## config.mk

```make
export PLATFORM = sky130hd
export DESIGN_NAME = psram_init_flat
export DESIGN_NICKNAME = d
export VERILOG_FILES = /design/src/hdl/psram_pkg.sv /design/src/hdl/mem_bus_if.sv /design/src/hdl/psram_init.sv /design/src/flat_wrapper.sv
export SDC_FILE = /design/constraint.sdc
export NUM_CORES = 1
export LEC_CHECK = 0
export ABC_AREA = 0
export BUFFER_PORTS_ARGS = -buffer_cell sky130_fd_sc_hd__buf_2
export CAP_MARGIN = 0
export CORE_MARGIN = 2
export CORE_UTILIZATION = 38
export CTS_BUF_LIST = sky130_fd_sc_hd__clkbuf_8 sky130_fd_sc_hd__clkbuf_16
export DETAILED_ROUTE_END_ITERATION = 8
export GPL_TIMING_DRIVEN = 0
export PLACE_DENSITY = 0.84
export SETUP_SLACK_MARGIN = 0.15
export SLEW_MARGIN = 25
export SYNTH_ARGS = -nofsm -noshare
export SYNTH_HDL_FRONTEND = slang
export SYNTH_SLANG_ARGS = --single-unit
```

## constraint.sdc

```tcl
create_clock -name clk50MHz -period 3.3 [get_ports clk50MHz]
set_clock_uncertainty 0.2 [all_clocks]
set_input_delay 0.495 -clock clk50MHz [delete_from_list [all_inputs] [get_ports clk50MHz]]
set_output_delay 0.495 -clock clk50MHz [all_outputs]
set_load 0.05 [all_outputs]
```

## src/hdl/psram_pkg.sv

```systemverilog
package psram_pkg;

    localparam int ADDR_W = 23;         // Word address, 8M x 16
    localparam int DATA_W = 16;
    localparam int BE_W   = DATA_W / 8; // Upper and lower byte

    // BCR is selected by A[19:18] = 2'b10 during a CRE write
    localparam logic [1:0]  BCR_SEL   = 2'b10;
    // Bit 15 set selects async mode, drive strength and other fields at defaults
    localparam logic [15:0] BCR_FIELD = 16'h9D1F;

    localparam logic [ADDR_W-1:0] BCR_ASYNC = {3'b000, BCR_SEL, 2'b00, BCR_FIELD};

    // Controller FSM
    typedef enum logic [2:0] {
        CTRL_IDLE,
        CTRL_READ_WAIT,
        CTRL_READ_DATA,
        CTRL_WRITE_WAIT,
        CTRL_WRITE_DATA,
        CTRL_FINISH
    } ctrl_state_e;

    // Power-up sequencer FSM
    typedef enum logic [1:0] {
        INIT_POWERUP,     // Waiting out device start-up
        INIT_CFG_REQ,     // BCR write in flight
        INIT_CFG_RELEASE, // Request dropped, controller returns to idle
        INIT_READY
    } init_state_e;

endpackage

```

## src/hdl/mem_bus_if.sv

```systemverilog
`timescale 1ns/100ps

interface mem_bus_if import psram_pkg::*; (
    input logic clk50MHz
);

    logic              req;
    logic              we;
    logic              cre;   // Configuration register access
    logic [BE_W-1:0]   be;
    logic [ADDR_W-1:0] addr;
    logic [DATA_W-1:0] wdata;
    logic [DATA_W-1:0] rdata;
    logic              busy;
    logic              done;

    modport requester (output req, we, cre, be, addr, wdata, input rdata, busy, done);
    modport controller (input req, we, cre, be, addr, wdata, output rdata, busy, done);

    // Done is a single pulse and only answers a held request
    a_done_pulse: assert property (@(posedge clk50MHz) done |-> req ##1 !done);

    // Request fields may not move while the access is being counted out
    a_fields_stable: assert property (@(posedge clk50MHz)
        busy |=> req && $stable({we, cre, be, addr, wdata}));

endinterface

```

## src/hdl/psram_init.sv

```systemverilog
`timescale 1ns/100ps

module psram_init import psram_pkg::*; #(
    parameter int POWERUP_CYCLES = 7500
) (
    input  logic              clk50MHz,
    input  logic              rst,
    input  logic              bus_req,
    input  logic              bus_we,
    input  logic [BE_W-1:0]   bus_be,
    input  logic [ADDR_W-1:0] bus_addr,
    input  logic [DATA_W-1:0] bus_wdata,
    output logic [DATA_W-1:0] bus_rdata,
    output logic              bus_wait,
    output logic              bus_done,
    output logic              init_done,
    mem_bus_if.requester      mbus
);

    localparam int PU_W = $clog2(POWERUP_CYCLES + 1);

    init_state_e     state;
    logic [PU_W-1:0] pu_cnt;  // Start-up delay counter
    logic            ready;

    always_ff @(posedge clk50MHz) begin
        if (rst) begin
            state  <= INIT_POWERUP;
            pu_cnt <= '0;
        end else begin
            case (state)
                INIT_POWERUP: begin
                    if (pu_cnt == PU_W'(POWERUP_CYCLES - 1)) begin
                        state <= INIT_CFG_REQ;
                    end else begin
                        pu_cnt <= pu_cnt + 1'b1;
                    end
                end
                INIT_CFG_REQ: begin
                    if (mbus.done) begin
                        state <= INIT_CFG_RELEASE;
                    end
                end
                // Controller leaves FINISH on this edge
                INIT_CFG_RELEASE: state <= INIT_READY;
                INIT_READY:       state <= INIT_READY;
                default:          state <= INIT_POWERUP;
            endcase
        end
    end

    assign ready     = (state == INIT_READY);
    assign init_done = ready;

    // Own the bus until the BCR write is done, then pass the requester through
    assign mbus.req   = ready ? bus_req   : (state == INIT_CFG_REQ);
    assign mbus.we    = ready ? bus_we    : 1'b1;
    assign mbus.cre   = !ready;
    assign mbus.be    = ready ? bus_be    : '0;
    assign mbus.addr  = ready ? bus_addr  : BCR_ASYNC;
    assign mbus.wdata = ready ? bus_wdata : '0;

    assign bus_rdata = mbus.rdata;
    assign bus_wait  = ready ? mbus.busy : 1'b1; // Held off during init
    assign bus_done  = ready && mbus.done;

    // Outside requester never sees an access complete before hand-over
    a_no_early_done: assert property (@(posedge clk50MHz) disable iff (rst)
        !init_done |-> !bus_done && bus_wait);

endmodule

```

## src/flat_wrapper.sv

```systemverilog
// flat-port wrapper written by rule: the top's interface ports become plain ports
module psram_init_flat import psram_pkg::*;
#(
    parameter int POWERUP_CYCLES = 7500
)
  (clk50MHz, rst, bus_req, bus_we, bus_be, bus_addr, bus_wdata, bus_rdata, bus_wait, bus_done, init_done, mbus_req, mbus_we, mbus_cre, mbus_be, mbus_addr, mbus_wdata, mbus_rdata, mbus_busy, mbus_done);
  mem_bus_if mbus_i (.clk50MHz(clk50MHz));
  input  logic clk50MHz;
  input  logic rst;
  input  logic bus_req;
  input  logic bus_we;
  input  logic [BE_W-1:0] bus_be;
  input  logic [ADDR_W-1:0] bus_addr;
  input  logic [DATA_W-1:0] bus_wdata;
  output logic [DATA_W-1:0] bus_rdata;
  output logic bus_wait;
  output logic bus_done;
  output logic init_done;
  output wire logic [$bits(mbus_i.req)-1:0] mbus_req;
  output wire logic [$bits(mbus_i.we)-1:0] mbus_we;
  output wire logic [$bits(mbus_i.cre)-1:0] mbus_cre;
  output wire logic [$bits(mbus_i.be)-1:0] mbus_be;
  output wire logic [$bits(mbus_i.addr)-1:0] mbus_addr;
  output wire logic [$bits(mbus_i.wdata)-1:0] mbus_wdata;
  input wire logic [$bits(mbus_i.rdata)-1:0] mbus_rdata;
  input wire logic [$bits(mbus_i.busy)-1:0] mbus_busy;
  input wire logic [$bits(mbus_i.done)-1:0] mbus_done;
  assign mbus_req = mbus_i.req;
  assign mbus_we = mbus_i.we;
  assign mbus_cre = mbus_i.cre;
  assign mbus_be = mbus_i.be;
  assign mbus_addr = mbus_i.addr;
  assign mbus_wdata = mbus_i.wdata;
  assign mbus_i.rdata = mbus_rdata;
  assign mbus_i.busy = mbus_busy;
  assign mbus_i.done = mbus_done;
  psram_init #(.POWERUP_CYCLES(POWERUP_CYCLES)) u_core (.clk50MHz(clk50MHz), .rst(rst), .bus_req(bus_req), .bus_we(bus_we), .bus_be(bus_be), .bus_addr(bus_addr), .bus_wdata(bus_wdata), .bus_rdata(bus_rdata), .bus_wait(bus_wait), .bus_done(bus_done), .init_done(init_done), .mbus(mbus_i));
endmodule
```

==> results.py <==
metrics = {
    "sta": {
        "finalCritPeriodShare": 0.7666,
        "hold_ws_ns": 0.3053,
        "drv_slew": 0,
        "fmax_mhz": 395.3,
        "rsz0062_at_grt": "no",
        "setup-violations-final": 0,
        "final-hold-violation-count": 0,
        "max-slew-margin-rel": 0.5909,
        "tns_ns": 0,
        "worst_pin_slew_ns": 0.6054,
        "min_period_ns": 2.530,
    },
    "power": {
        "clkPwrFrac": 0.303,
        "power_leakage_nw": 1.045,
        "combPwrFrac": 0.274,
        "swShare": 0.3185,
        "vdd_drop_max_mv": 0.1068,
        "p_seq_frac": 0.423,
        "p_sw_w": 0.0001558,
        "power_density_nw_per_um2": 261.1,
        "intPower_w": 0.0003333,
    },
    "clocking": {
        "cts_made_buffers": 3,
        "clk_latency_ns": 0.25,
        "cts_buffer_depth": 2,
        "clk_pin_slew_worst_paths_ns": 0.06,
        "numClockSinks": 15,
        "cts_resized": 0,
        "post_cts_buffers": 0,
        "ctsHoldBuffers": 0,
        "cts_tree": "done",
        "h-tree-depth": 1,
        "ctsRootBufferMaster": "clkbuf_8",
    },
    "floorplan": {
        "coreArea_sq_um": 3053,
        "floorplan.initialDensity": 0.4020,
        "dieArea_sq_um": 3701,
        "die_height_um": 60.84,
        "num_rows": 20,
        "io_pins": 126,
        "die_x_um": 60.84,
    },
    "grt": {
        "grt_overflow": 0,
        "grt_util_all_layers": 0.2182,
        "grt_max_degree": 11,
        "grt_pass1_wl_um": 6016,
        "grt_pass1_vias": 1394,
        "antenna_found_initial": 0,
    },
    "setup_path": {
        "crit_start": "u_core.state[1]",
        "crit_fanout": 10,
        "crit_arrival_ns": 1.83,
        "worstRegToRegCells": 5,
        "r2r_start": "u_core.pu_cnt[0]",
        "r2r_end": "u_core.pu_cnt[12]",
        "crit_path_end": "mbus_addr[11]",
        "critPathRequiredTime_ns": 2.60,
        "criticalPathCategory": "reg2out",
        "r2r_setup_slack_ns": 1.11,
        "end_kind": "output port",
        "startpoint_type": "register",
    },
    "finish": {
        "finalNonFillerCells": 318,
        "drive_gt1_frac": 0.5438,
        "post-route-util": 0.6135,
        "area_delta_synth_final_pct": 52.60,
        "finalNetCount": 339,
        "diodes": 0,
        "fillCellCount": 300,
        "stdcell_area_sq_um": 1873,
    },
    "synth": {
        "yosysWarnings": 0,
        "yosys.cell_count.top_type": "and3_1",
        "synth_compound_area_frac": 0.09582,
        "yosys.area_share.adder": 0.01019,
        "yosysUniqueCellTypes": 32,
        "synth_nets": 225,
        "muxShareOfSynthArea": 0.04485,
        "syn_avg_cell_area_sq_um": 7.624,
        "ys_seq_area_frac": 0.2446,
        "ys_ff_latch": 15,
        "synth_area_leaders": "dfxtp_1 (24%), and3_1 (16%), buf_4 (9.8%)",
        "synth_xor_area_frac": 0,
        "synth_edf_count": 0,
        "synth_top_area_share": 0.2446,
        "yosys-top-cells-count": "and3_1 (31), buf_4 (16), dfxtp_1 (15)",
        "synth-simple-area-share": 0.4526,
        "syn_area_sq_um": 1227,
        "syn_inst": 161,
        "yosys.area.top_type": "dfxtp_1",
        "synth_top_family_by_area": "simple AND/OR/NAND/NOR gates",
        "synth_ff_type": "dfxtp_1",
        "async_flop_share": 0,
    },
    "place": {
        "port-buffer-count": 109,
        "gp_congestion": 0.8999,
        "hpwl_um": 3337,
        "place_area_sq_um": 1828,
        "dp.cells": 314,
    },
    "run": {
        "maxCapViolCount": 0,
    },
    "detailed_routing": {
        "via_per_inst": 4.943,
        "ant_nets": 0,
        "vias": 1572,
        "wl_per_cell_um": 12.50,
        "drtPass1Iterations": 4,
        "wl_um": 3975,
        "drc": 0,
        "drt_iter0_markers": 70,
    },
    "outcome": {
        "status": "complete, no violations",
    },
    "hold_path": {
        "min_path_type": "reg2reg",
        "hp-start": "u_core.pu_cnt[7]",
    },
}
==> metal layers <==
| metal | routed length (um) | global-route usage | vias to the layer above | share of wire |
|---|---|---|---|---|
| met4 | 26 | 0.03416 | 0 | 0.0065 |
| met1 | 1708 | 0.2826 | 702 | 0.43 |
| met2 | 1818 | 0.3733 | 86 | 0.46 |
| met5 | 0 | 0 | - | 0 |
| li1 | - | - | 780 | - |
| met3 | 422 | 0.05544 | 4 | 0.11 |
==> sequential cells by signal, indices dropped and copies added (netlist names) <==
name,flops
u_core.pu_cnt,13
u_core.state,2
==> placed cells by master (no fill, tap or decap), types with 5 or more instances in the layout <==
master and n:
buf_2 111, and3_1 31, buf_4 16, dfxtp_1 15, or2_2 14, clkbuf_1 11, a21oi_1 9, nand2_1 6
nor2_1 6, inv_1 5, or4_1 5, nor2b_1 5
==> cell families after synthesis <==
group	Yosys count
AO/OA/AOI/OAI	19
adder cells (fa/ha/maj)	1
buffers and inverters	33
flip-flops	15
multiplexers	5
AND/OR/NAND/NOR	88
==> final cells by class <==
cell class | count | area [sq um] | share of cell area
timing repair buffer | 109 | 545.5 | 0.2912
multi-input combinational | 113 | 740.7 | 0.3955
buffer | 29 | 171.4 | 0.09152
clock buffer | 3 | 41.29 | 0.02204
clock inverter | 1 | 3.754 | 0.002004
tap | 44 | 55.05 | 0.02939
sequential | 15 | 300.3 | 0.1603
inverter | 4 | 15.01 | 0.008016
==> critical path, stage by stage (launching register included) <==
cell	delay, ns
dfxtp_1	0.35
clkbuf_1	0.34
nand2_1	0.18
clkbuf_1	0.21
or2_2	0.30
buf_2	0.21
==> worst min path at each step <==
stage / endpoint / slack [ns] / cells past startpoint
after floorplan: u_core.pu_cnt[7] / 0.26 / 2
after global placement: u_core.pu_cnt[7] / 0.28 / 2
after detailed placement: u_core.pu_cnt[7] / 0.29 / 2
after CTS: u_core.pu_cnt[7] / 0.30 / 2
after global routing: u_core.pu_cnt[7] / 0.33 / 2
final: u_core.pu_cnt[7] / 0.31 / 2
==> through the flow <==
step                setup WS [ns]  total power (W)
floorplan                  0.8393        0.0002991
CTS                        0.7712        0.0004925
detailed placement          1.049        0.0003456
global route               0.6472        0.0005136
global placement            1.062        0.0003413
finish                     0.7702        0.0004891
==> power by group through the flow <==
stage          combinational, W  sequential [W]  clock, W
3_5_place_dp           0.000135        0.000211         0
3_3_place_gp           0.000131        0.000210         0
5_1_grt                0.000146        0.000209  0.000158
6_report               0.000134        0.000207  0.000148
2_1_floorplan         0.0000913        0.000208         0
4_1_cts                0.000135        0.000207  0.000151
Note: power is estimated with default switching activity, not from simulation.
